File: src/rtl/cpu_data_pkg.sv
// Datapath types shared by every back-end stage
package cpu_data_pkg;

  //////////////////////////////
  // Widths that carry a meaning
  //////////////////////////////
  typedef logic [15:0] word_t;      // Data word, PC value or ALU result
  typedef logic [3:0]  reg_addr_t;  // Register-file index, r0 is hard-wired to zero

  // Word address into data memory at the default depth of 256 words
  // The top level sizes the real RAM through its own MEM_ADDR_W parameter
  typedef logic [7:0]  mem_addr_t;

  //////////////////////////////
  // ALU opcodes
  //////////////////////////////
  typedef enum logic [2:0] {
    ALU_ADD    = 3'd0,  // a + b with signed overflow
    ALU_SUB    = 3'd1,  // a - b with signed overflow
    ALU_AND    = 3'd2,
    ALU_OR     = 3'd3,
    ALU_XOR    = 3'd4,
    ALU_SLL    = 3'd5,  // Logical left shift by b[3:0]
    ALU_SRL    = 3'd6,  // Logical right shift by b[3:0]
    ALU_PASS_B = 3'd7   // Used for immediates and address pass-through
  } alu_op_t;

endpackage
File: src/rtl/cpu_ctrl_pkg.sv
// Control bundles carried down the pipeline beside the data
package cpu_ctrl_pkg;

  import cpu_data_pkg::*;

  //////////////////////////////
  // Memory-stage controls
  //////////////////////////////
  // Bit layout is {write_data[17:2], mem_en[1], mem_write[0]}
  typedef struct packed {
    word_t write_data;  // Store data, read out of rt by the decode stage
    logic  mem_en;      // Access data memory this cycle
    logic  mem_write;   // Store when set, load when clear
  } mem_ctrl_t;

  //////////////////////////////
  // Write-back-stage controls
  //////////////////////////////
  // Bit layout is {rd[7:4], reg_write[3], mem_to_reg[2], hlt[1], pcs[0]}
  typedef struct packed {
    reg_addr_t rd;          // Destination register
    logic      reg_write;   // Instruction writes the register file
    logic      mem_to_reg;  // Write back load data instead of the ALU result
    logic      hlt;         // Halt instruction
    logic      pcs;         // Write back the next PC
  } wb_ctrl_t;

endpackage

File: src/rtl/cpu_backend.sv
`timescale 1ns/1ns

// Execute, memory and write-back stages of the 16-bit pipeline
module cpu_backend import cpu_data_pkg::*, cpu_ctrl_pkg::*; #(
  parameter int MEM_ADDR_W = $bits(mem_addr_t)  // Data RAM address width
) (
  input  logic      clk,
  input  logic      rst,        // Synchronous, active high
  input  word_t     pc_next,    // Decode-registered next PC
  input  word_t     operand_a,  // Decode-registered rs value
  input  word_t     operand_b,  // Decode-registered rt value or immediate
  input  alu_op_t   alu_op,
  input  mem_ctrl_t mem_ctrl,
  input  wb_ctrl_t  wb_ctrl,
  output logic      wb_en,
  output reg_addr_t wb_rd,
  output word_t     wb_data,
  output logic      halted,
  output logic      ex_zero,    // For branch logic in a later decode stage
  output logic      ex_ovf
);

  //////////////////////////////
  // Stage wires
  //////////////////////////////
  word_t     ex_result;      // ALU output before the register
  word_t     mem_pc_next;    // Memory-stage copies out of the pipeline register
  word_t     mem_result;
  mem_ctrl_t mem_ctrl_q;
  wb_ctrl_t  mem_wb_ctrl;
  word_t     mem_read_data;  // Load data into write-back

  // Execute
  alu u_alu (.a(operand_a), .b(operand_b), .op(alu_op),
             .result(ex_result), .zero(ex_zero), .ovf(ex_ovf));

  // Execute to memory boundary
  ex_mem_pipe_reg u_ex_mem (
    .clk(clk), .rst(rst),
    .pc_next(pc_next), .alu_result(ex_result),
    .mem_ctrl(mem_ctrl), .wb_ctrl(wb_ctrl),
    .pc_next_q(mem_pc_next), .alu_result_q(mem_result),
    .mem_ctrl_q(mem_ctrl_q), .wb_ctrl_q(mem_wb_ctrl)
  );

  // Memory, addressed by the ALU result
  data_mem #(.MEM_ADDR_W(MEM_ADDR_W)) u_data_mem (
    .clk(clk), .addr(mem_result), .ctrl(mem_ctrl_q), .read_data(mem_read_data)
  );

  // Write-back
  writeback_unit u_wb (
    .clk(clk), .rst(rst),
    .alu_result(mem_result), .read_data(mem_read_data),
    .pc_next(mem_pc_next), .wb_ctrl(mem_wb_ctrl),
    .wb_en(wb_en), .wb_rd(wb_rd), .wb_data(wb_data), .halted(halted)
  );

endmodule

File: src/rtl/writeback_unit.sv
`timescale 1ns/1ns

// Memory to write-back register, write-back select and sticky halt
module writeback_unit import cpu_data_pkg::*, cpu_ctrl_pkg::*; (
  input  logic      clk,
  input  logic      rst,         // Synchronous, active high
  input  word_t     alu_result,  // From the execute-to-memory register
  input  word_t     read_data,   // From data memory
  input  word_t     pc_next,     // From the execute-to-memory register
  input  wb_ctrl_t  wb_ctrl,
  output logic      wb_en,       // Register-file write enable
  output reg_addr_t wb_rd,       // Register-file write address
  output word_t     wb_data,     // Register-file write data
  output logic      halted       // Set by HLT, cleared only by reset
);

  // Payload and controls held for the write-back cycle
  typedef struct packed {
    word_t    alu_result;
    word_t    read_data;
    word_t    pc_next;
    wb_ctrl_t ctrl;
  } mem_wb_t;

  mem_wb_t q;
  logic    halted_q;   // An HLT has reached write-back
  logic    blocked_q;  // An HLT reached write-back before the current instruction

  //////////////////////////////
  // Pipeline register and halt
  //////////////////////////////
  always_ff @(posedge clk) begin
    if (rst) begin
      q         <= '0;
      halted_q  <= 1'b0;
      blocked_q <= 1'b0;
    end else begin
      q         <= '{alu_result: alu_result, read_data: read_data,
                     pc_next: pc_next, ctrl: wb_ctrl};
      halted_q  <= halted_q | wb_ctrl.hlt;  // Rises with the HLT itself
      blocked_q <= halted_q;                // One edge later, so HLT still writes back
    end
  end

  //////////////////////////////
  // Write-back select
  //////////////////////////////
  always_comb begin
    if (q.ctrl.pcs) begin
      wb_data = q.pc_next;      // PCS saves the return address
    end else if (q.ctrl.mem_to_reg) begin
      wb_data = q.read_data;    // Loads
    end else begin
      wb_data = q.alu_result;
    end
  end

  assign wb_rd  = q.ctrl.rd;
  assign wb_en  = q.ctrl.reg_write & ~blocked_q & (q.ctrl.rd != '0);  // r0 stays zero
  assign halted = halted_q;

  // The two source selects are exclusive in every legal instruction
  a_one_source: assert property (@(posedge clk) disable iff (rst)
    !(q.ctrl.pcs && q.ctrl.mem_to_reg))
    else $error("writeback_unit: pcs and mem_to_reg both set");

endmodule

File: src/rtl/data_mem.sv
`timescale 1ns/1ns

// Memory-stage data RAM, word addressed
module data_mem import cpu_data_pkg::*, cpu_ctrl_pkg::*; #(
  parameter int MEM_ADDR_W = $bits(mem_addr_t)  // Depth is 2**MEM_ADDR_W words
) (
  input  logic      clk,
  input  word_t     addr,       // Registered ALU result
  input  mem_ctrl_t ctrl,       // Registered memory controls
  output word_t     read_data   // Load data, zero unless a load is active
);

  localparam int DEPTH = 2 ** MEM_ADDR_W;

  word_t                  mem [DEPTH];  // Storage, contents survive reset
  logic [MEM_ADDR_W-1:0]  idx;          // Low address bits pick the word
  logic                   do_write;
  logic                   do_read;

  assign idx      = addr[MEM_ADDR_W-1:0];
  assign do_write = ctrl.mem_en &  ctrl.mem_write;
  assign do_read  = ctrl.mem_en & ~ctrl.mem_write;

  //////////////////////////////
  // Store port
  //////////////////////////////
  // The write lands on the edge closing the memory cycle
  always_ff @(posedge clk) begin
    if (do_write) begin
      mem[idx] <= ctrl.write_data;
    end
  end

  //////////////////////////////
  // Load port
  //////////////////////////////
  // Asynchronous read so the load is ready before the write-back register
  always_comb begin
    if (do_read) begin
      read_data = mem[idx];
    end else begin
      read_data = '0;  // Keeps the write-back mux input clean on non-loads
    end
  end

  // An address past the end would silently alias onto a lower word
  a_addr_in_range: assert property (@(posedge clk)
    ctrl.mem_en |-> ((addr >> MEM_ADDR_W) == '0))
    else $error("data_mem: address 0x%h outside the RAM", addr);

endmodule

File: src/rtl/ex_mem_pipe_reg.sv
`timescale 1ns/1ns

// Execute to memory pipeline register
module ex_mem_pipe_reg import cpu_data_pkg::*, cpu_ctrl_pkg::*; (
  input  logic      clk,
  input  logic      rst,           // Synchronous, active high
  input  word_t     pc_next,       // Next PC carried for PCS
  input  word_t     alu_result,    // ALU output of the execute stage
  input  mem_ctrl_t mem_ctrl,      // Controls used one stage down
  input  wb_ctrl_t  wb_ctrl,       // Controls used two stages down
  output word_t     pc_next_q,
  output word_t     alu_result_q,  // Doubles as the data memory address
  output mem_ctrl_t mem_ctrl_q,
  output wb_ctrl_t  wb_ctrl_q
);

  // Everything crossing the stage boundary travels in one bundle
  typedef struct packed {
    word_t     pc_next;
    word_t     alu_result;
    mem_ctrl_t mem_ctrl;
    wb_ctrl_t  wb_ctrl;
  } ex_mem_t;

  ex_mem_t d;  // Bundle as it leaves execute
  ex_mem_t q;  // Bundle as memory sees it

  assign d = '{pc_next:    pc_next,
               alu_result: alu_result,
               mem_ctrl:   mem_ctrl,
               wb_ctrl:    wb_ctrl};

  //////////////////////////////
  // Pipeline register
  //////////////////////////////
  always_ff @(posedge clk) begin
    if (rst) begin
      q <= '0;  // A bubble, no access and no write-back
    end else begin
      q <= d;   // No stalls, so load every cycle
    end
  end

  assign pc_next_q    = q.pc_next;
  assign alu_result_q = q.alu_result;
  assign mem_ctrl_q   = q.mem_ctrl;
  assign wb_ctrl_q    = q.wb_ctrl;

  // Decode must never issue a store without enabling the memory
  a_write_needs_en: assert property (@(posedge clk) disable iff (rst)
    mem_ctrl_q.mem_write |-> mem_ctrl_q.mem_en)
    else $error("ex_mem: mem_write set without mem_en");

endmodule

File: src/rtl/alu.sv
`timescale 1ns/1ns

// Execute-stage ALU, purely combinational
module alu import cpu_data_pkg::*; (
  input  word_t   a,       // Operand from rs
  input  word_t   b,       // Operand from rt or the immediate
  input  alu_op_t op,      // Operation picked by decode
  output word_t   result,
  output logic    zero,    // Result is all zeros
  output logic    ovf      // Signed overflow, add and sub only
);

  word_t sum;    // a + b, shared by the result mux and the flag logic
  word_t diff;   // a - b

  assign sum  = a + b;
  assign diff = a - b;

  //////////////////////////////
  // Result select
  //////////////////////////////
  always_comb begin
    case (op)
      ALU_ADD:    result = sum;
      ALU_SUB:    result = diff;
      ALU_AND:    result = a & b;
      ALU_OR:     result = a | b;
      ALU_XOR:    result = a ^ b;
      ALU_SLL:    result = a << b[3:0];  // Only the low nibble sets the shift amount
      ALU_SRL:    result = a >> b[3:0];  // Zero fill from the top
      ALU_PASS_B: result = b;
      default:    result = '0;
    endcase
  end

  //////////////////////////////
  // Flags
  //////////////////////////////
  assign zero = (result == '0);

  // Add overflows when both signs agree and the sum sign differs from them
  // Sub overflows when the signs differ and the result sign differs from a
  always_comb begin
    case (op)
      ALU_ADD: ovf = (a[15] == b[15]) && (sum[15] != a[15]);
      ALU_SUB: ovf = (a[15] != b[15]) && (diff[15] != a[15]);
      default: ovf = 1'b0;  // Logic ops and shifts never flag
    endcase
  end

endmodule

File: config.mk
export PLATFORM = sky130hd
export DESIGN_NAME = cpu_backend
export DESIGN_NICKNAME = d
export VERILOG_FILES = /design/src/rtl/cpu_data_pkg.sv /design/src/rtl/cpu_ctrl_pkg.sv /design/src/rtl/cpu_backend.sv /design/src/rtl/writeback_unit.sv /design/src/rtl/data_mem.sv /design/src/rtl/ex_mem_pipe_reg.sv /design/src/rtl/alu.sv
export SDC_FILE = /design/constraint.sdc
export NUM_CORES = 2
export LEC_CHECK = 0
export ABC_AREA = 1
export BUFFER_PORTS_ARGS = -buffer_cell sky130_fd_sc_hd__buf_4
export CORE_ASPECT_RATIO = 1.4
export CORE_MARGIN = 10
export CORE_UTILIZATION = 35
export CTS_BUF_LIST = sky130_fd_sc_hd__clkbuf_2
export DETAILED_ROUTE_END_ITERATION = 10
export PLACE_DENSITY = 0.5
export SLEW_MARGIN = 20
export SYNTH_ARGS = -nofsm -noshare
export SYNTH_HDL_FRONTEND = slang
export SYNTH_SLANG_ARGS = --single-unit
File: constraint.sdc
create_clock -name clk -period 4.13 [get_ports clk]
set_clock_uncertainty 0.1 [all_clocks]
set_input_delay 0.2065 -clock clk [delete_from_list [all_inputs] [get_ports clk]]
set_output_delay 0.2065 -clock clk [all_outputs]
set_load 0.01 [all_outputs]
==> impl_metrics.env <==
export IMPL_synth_net_count=14300
export IMPL_drc=0
export IMPL_stdcell_area_sq_um=193000
export IMPL_worst_pin_slew_ns=1.16
export IMPL_yosysSeqAreaShare_pct=75.0
export IMPL_area_delta_synth_final_pct=15.8
export IMPL_syn_inst=14200
export IMPL_post_dp_hpwl_microns=369000
export IMPL_leakage_nw=68.0
export IMPL_path_max_fanout=36
export IMPL_cts_tree="built"
export IMPL_drive_gt1_share_pct=15.4
export IMPL_coreArea_sq_um=476000
export IMPL_routedWlPerCell_microns=26.1
export IMPL_start_util_pct=35.1
export IMPL_slew_viol_final=0
export IMPL_clk_pin_slew_worst_paths_ns=0.12
export IMPL_irDropWorstVdd_v=0.000277
export IMPL_io_pin_count=103
export IMPL_yosys_warnings=0
export IMPL_final_util_pct=40.6
export IMPL_slew_headroom_pct=22.2
export IMPL_ys_ff_latch=4211
export IMPL_startpoint_type="flop"
export IMPL_dpl_cell_area_sq_um=181000
export IMPL_firstDrtPassIters=8
export IMPL_drtIter0Drc=10300
export IMPL_via_count=116000
export IMPL_grt_pass1_vias=114000
export IMPL_cp_arrival_ns=6.20
export IMPL_dieArea_sq_um=506000
export IMPL_wl_microns=595000
export IMPL_hold_path_class="flop to flop"
export IMPL_grt_overflow=0
export IMPL_h_tree_depth=6
export IMPL_fp_dieW_microns=604
export IMPL_cts_inserted_buffers=953
export IMPL_clock_latency_ns=2.55
export IMPL_clockRootBuffer="clkbuf_2"
export IMPL_grt_pass1_wl_microns=836000
export IMPL_crit_type="flop to flop"
export IMPL_multiInputGateArea_sq_um=37900
export IMPL_synthDistinctLibCells=40
export IMPL_synth_edff_count=4096
export IMPL_rows=300
export IMPL_routed_via_density=5.08
export IMPL_synth_cell_area_sq_um=167000
export IMPL_grt_max_degree=113
export IMPL_cellPowerDensity_nw_per_um2=437
export IMPL_async_reset_ff_share_pct=0
export IMPL_post_route_period_util_pct=96.0
export IMPL_gp_congestion=0.914
export IMPL_clk_path_buf_depth=4
export IMPL_syn_avg_cell_area_sq_um=11.8
export IMPL_ff_latch_area_sq_um=125000
export IMPL_track_usage_pct=22.7
export IMPL_die_y_microns=838
export IMPL_fin_crit_ns=3.96
export IMPL_finalSetupViolCount=0
export IMPL_endpoint_kind="flop"
export IMPL_n_fill_cell=45900
export IMPL_nets=15800
export IMPL_finalSetupTns_ns=0
export IMPL_antenna_found_initial=31
export IMPL_hold_viol=0
export IMPL_outcome="complete, no violations"
export IMPL_fmax_mhz=252
export IMPL_cts_num_sinks=4211
export IMPL_maxCapViolCount=0
export IMPL_required_ns=6.37
export IMPL_drtAntennaViolNets=0
export IMPL_port_buffers=102
export IMPL_synth_flop_cell="edfxtp_1"
[placed cells by master, fill, tap and decap left out, drive strengths merged, types with 3 or more instances in the layout]
cell,netlist,final
nor2,1003,1003
clkinv,13,275
diode,0,28
nand4,597,597
bufinv,0,7
clkbuf,316,1413
and2,7,7
a22oi,130,130
nand3,277,277
o22ai,8,8
clkinvlp,0,7
o21ai,346,346
edfxtp,4096,4096
inv,238,262
dlygate4sd3,0,323
o21bai,4,4
a21oi,330,330
nor3,13,13
nand2,6231,6231
dfxtp,115,115
or2,3,3
nand3b,3,3
buf,408,915
ha,48,48
[sequential cells by signal, summed over array words and instances (netlist names)]
| register | count |
|---|---|
| u_ex_mem.mem_ctrl_q | 18 |
| u_wb.wb_rd | 4 |
| u_wb.q | 51 |
| u_wb.blocked_q | 1 |
| u_data_mem.mem | 4096 |
| u_ex_mem.alu_result_q | 16 |
| u_wb.halted | 1 |
| u_ex_mem.pc_next_q | 16 |
| u_ex_mem.wb_ctrl_q | 8 |
[cell usage after synthesis, types with 2 or more instances]
cell type	instances	area share, %
nand2_1	6230	14
edfxtp_1	4096	74
nor2_1	1000	2.2
nand4_1	597	2.2
a21oi_1	330	0.99
buf_2	319	0.96
clkbuf_1	316	0.71
o21ai_0	304	0.91
nand3_1	276	0.83
inv_1	234	0.53
a22oi_1	130	0.58
dfxtp_1	115	1.4
buf_1	71	0.16
ha_1	48	0.36
o21ai_1	42	0.13
buf_4	14	0.063
clkinv_1	13	0.029
nor3_1	13	0.039
o22ai_1	8	0.030
and2_1	7	0.026
buf_6	4	0.027
o21bai_1	4	0.018
nand3b_1	3	0.013
or2_2	3	0.011
fa_1	2	0.024
inv_2	2	0.0045
inv_4	2	0.0075
nor2_4	2	0.013
nor3b_1	2	0.0090
o211ai_1	2	0.0090
o31ai_1	2	0.0090
[worst max-delay path, cell delays in order (launching register included)]
cell	delay (ns)
dfxtp_4	0.53
inv_8	0.11
nor2_4	0.54
buf_12	0.29
buf_12	0.20
buf_12	0.23
buf_4	0.26
nand2_1	0.07
nand4_1	0.08
nand2_1	0.05
nand2_1	0.12
nor2_1	0.05
nor2_1	0.09
nor2_1	0.06
nand2_1	0.18
nand2_1	0.20
nand2_1	0.42
nor2_1	0.09
nor2_1	0.11
[routing by layer]
layer  track usage, %  share of wire, %  up-vias
met5                0             0.019        -
met4             11.9               5.9       14
met3             3.73               6.3     1123
met2             39.5                50     4446
met1             26.9                38    57800
li1                 -                 -    52400
[power by group]
part	total (mW)	switching, mW	internal, mW
registers	47.1	0.239	46.8
logic	10.8	7.85	2.93
clock network	26.7	16.9	9.80
[final timing paths]
kind | start | to | slack, ns | cells past startpoint
hold reg to reg | u_ex_mem.pc_next_q[11] | u_wb.q[19] | 0.26 | 2
hold / removal | u_ex_mem.pc_next_q[11] | u_wb.q[19] | 0.26 | 2
setup reg to reg | u_ex_mem.alu_result_q[1] | u_wb.q[28] | 0.17 | 18
setup / recovery | u_ex_mem.alu_result_q[1] | u_wb.q[28] | 0.17 | 18
[per-stage QoR]
step	hold slack, ns	cells	power [mW]	setup WS [ns]
after floorplan	0.206	14200	53.1	1.08
after global placement	0.288	20700	58.5	-0.00305
after detailed placement	0.292	20700	58.5	0.226
after CTS	0.0693	22800	85.3	-0.0692
after global routing	0.238	22800	88.0	-0.0195
final	0.262	22800	84.5	0.166
[layout make-up]
| cell class | count | area share [%] |
|---|---|---|
| Sequential cell | 4211 | 64.8 |
| Multi-Input combinational cell | 9014 | 19.6 |
| Antenna cell | 28 | 0.0362 |
| Timing Repair Buffer | 1239 | 6.46 |
| Inverter | 251 | 0.513 |
| Clock buffer | 1413 | 3.66 |
| Tap cell | 6342 | 4.10 |
| Clock inverter | 300 | 0.836 |
[cell families after synthesis]
kind of cell | count (synthesis) | synth area share (%)
AOI/OAI and AO/OA | 825 | 2.69
xor gates and xnor gates | 2 | 0.0105
adders and majority gates | 50 | 0.383
buffers and inverters | 975 | 2.48
DFF | 4211 | 75.0
and+or+nand+nor | 8137 | 19.4
[what timing repair did]
item / in CTS / in global routing
resized for setup: 35 / 12
pin swaps: 2 / 0
setup buffers: 9 / 0
endpoints found under the setup margin: 17 / 1
endpoints found under the hold margin: 115 / 0
hold buffers: 325 / 0
No activity file was read; power rests on OpenSTA's default activity.
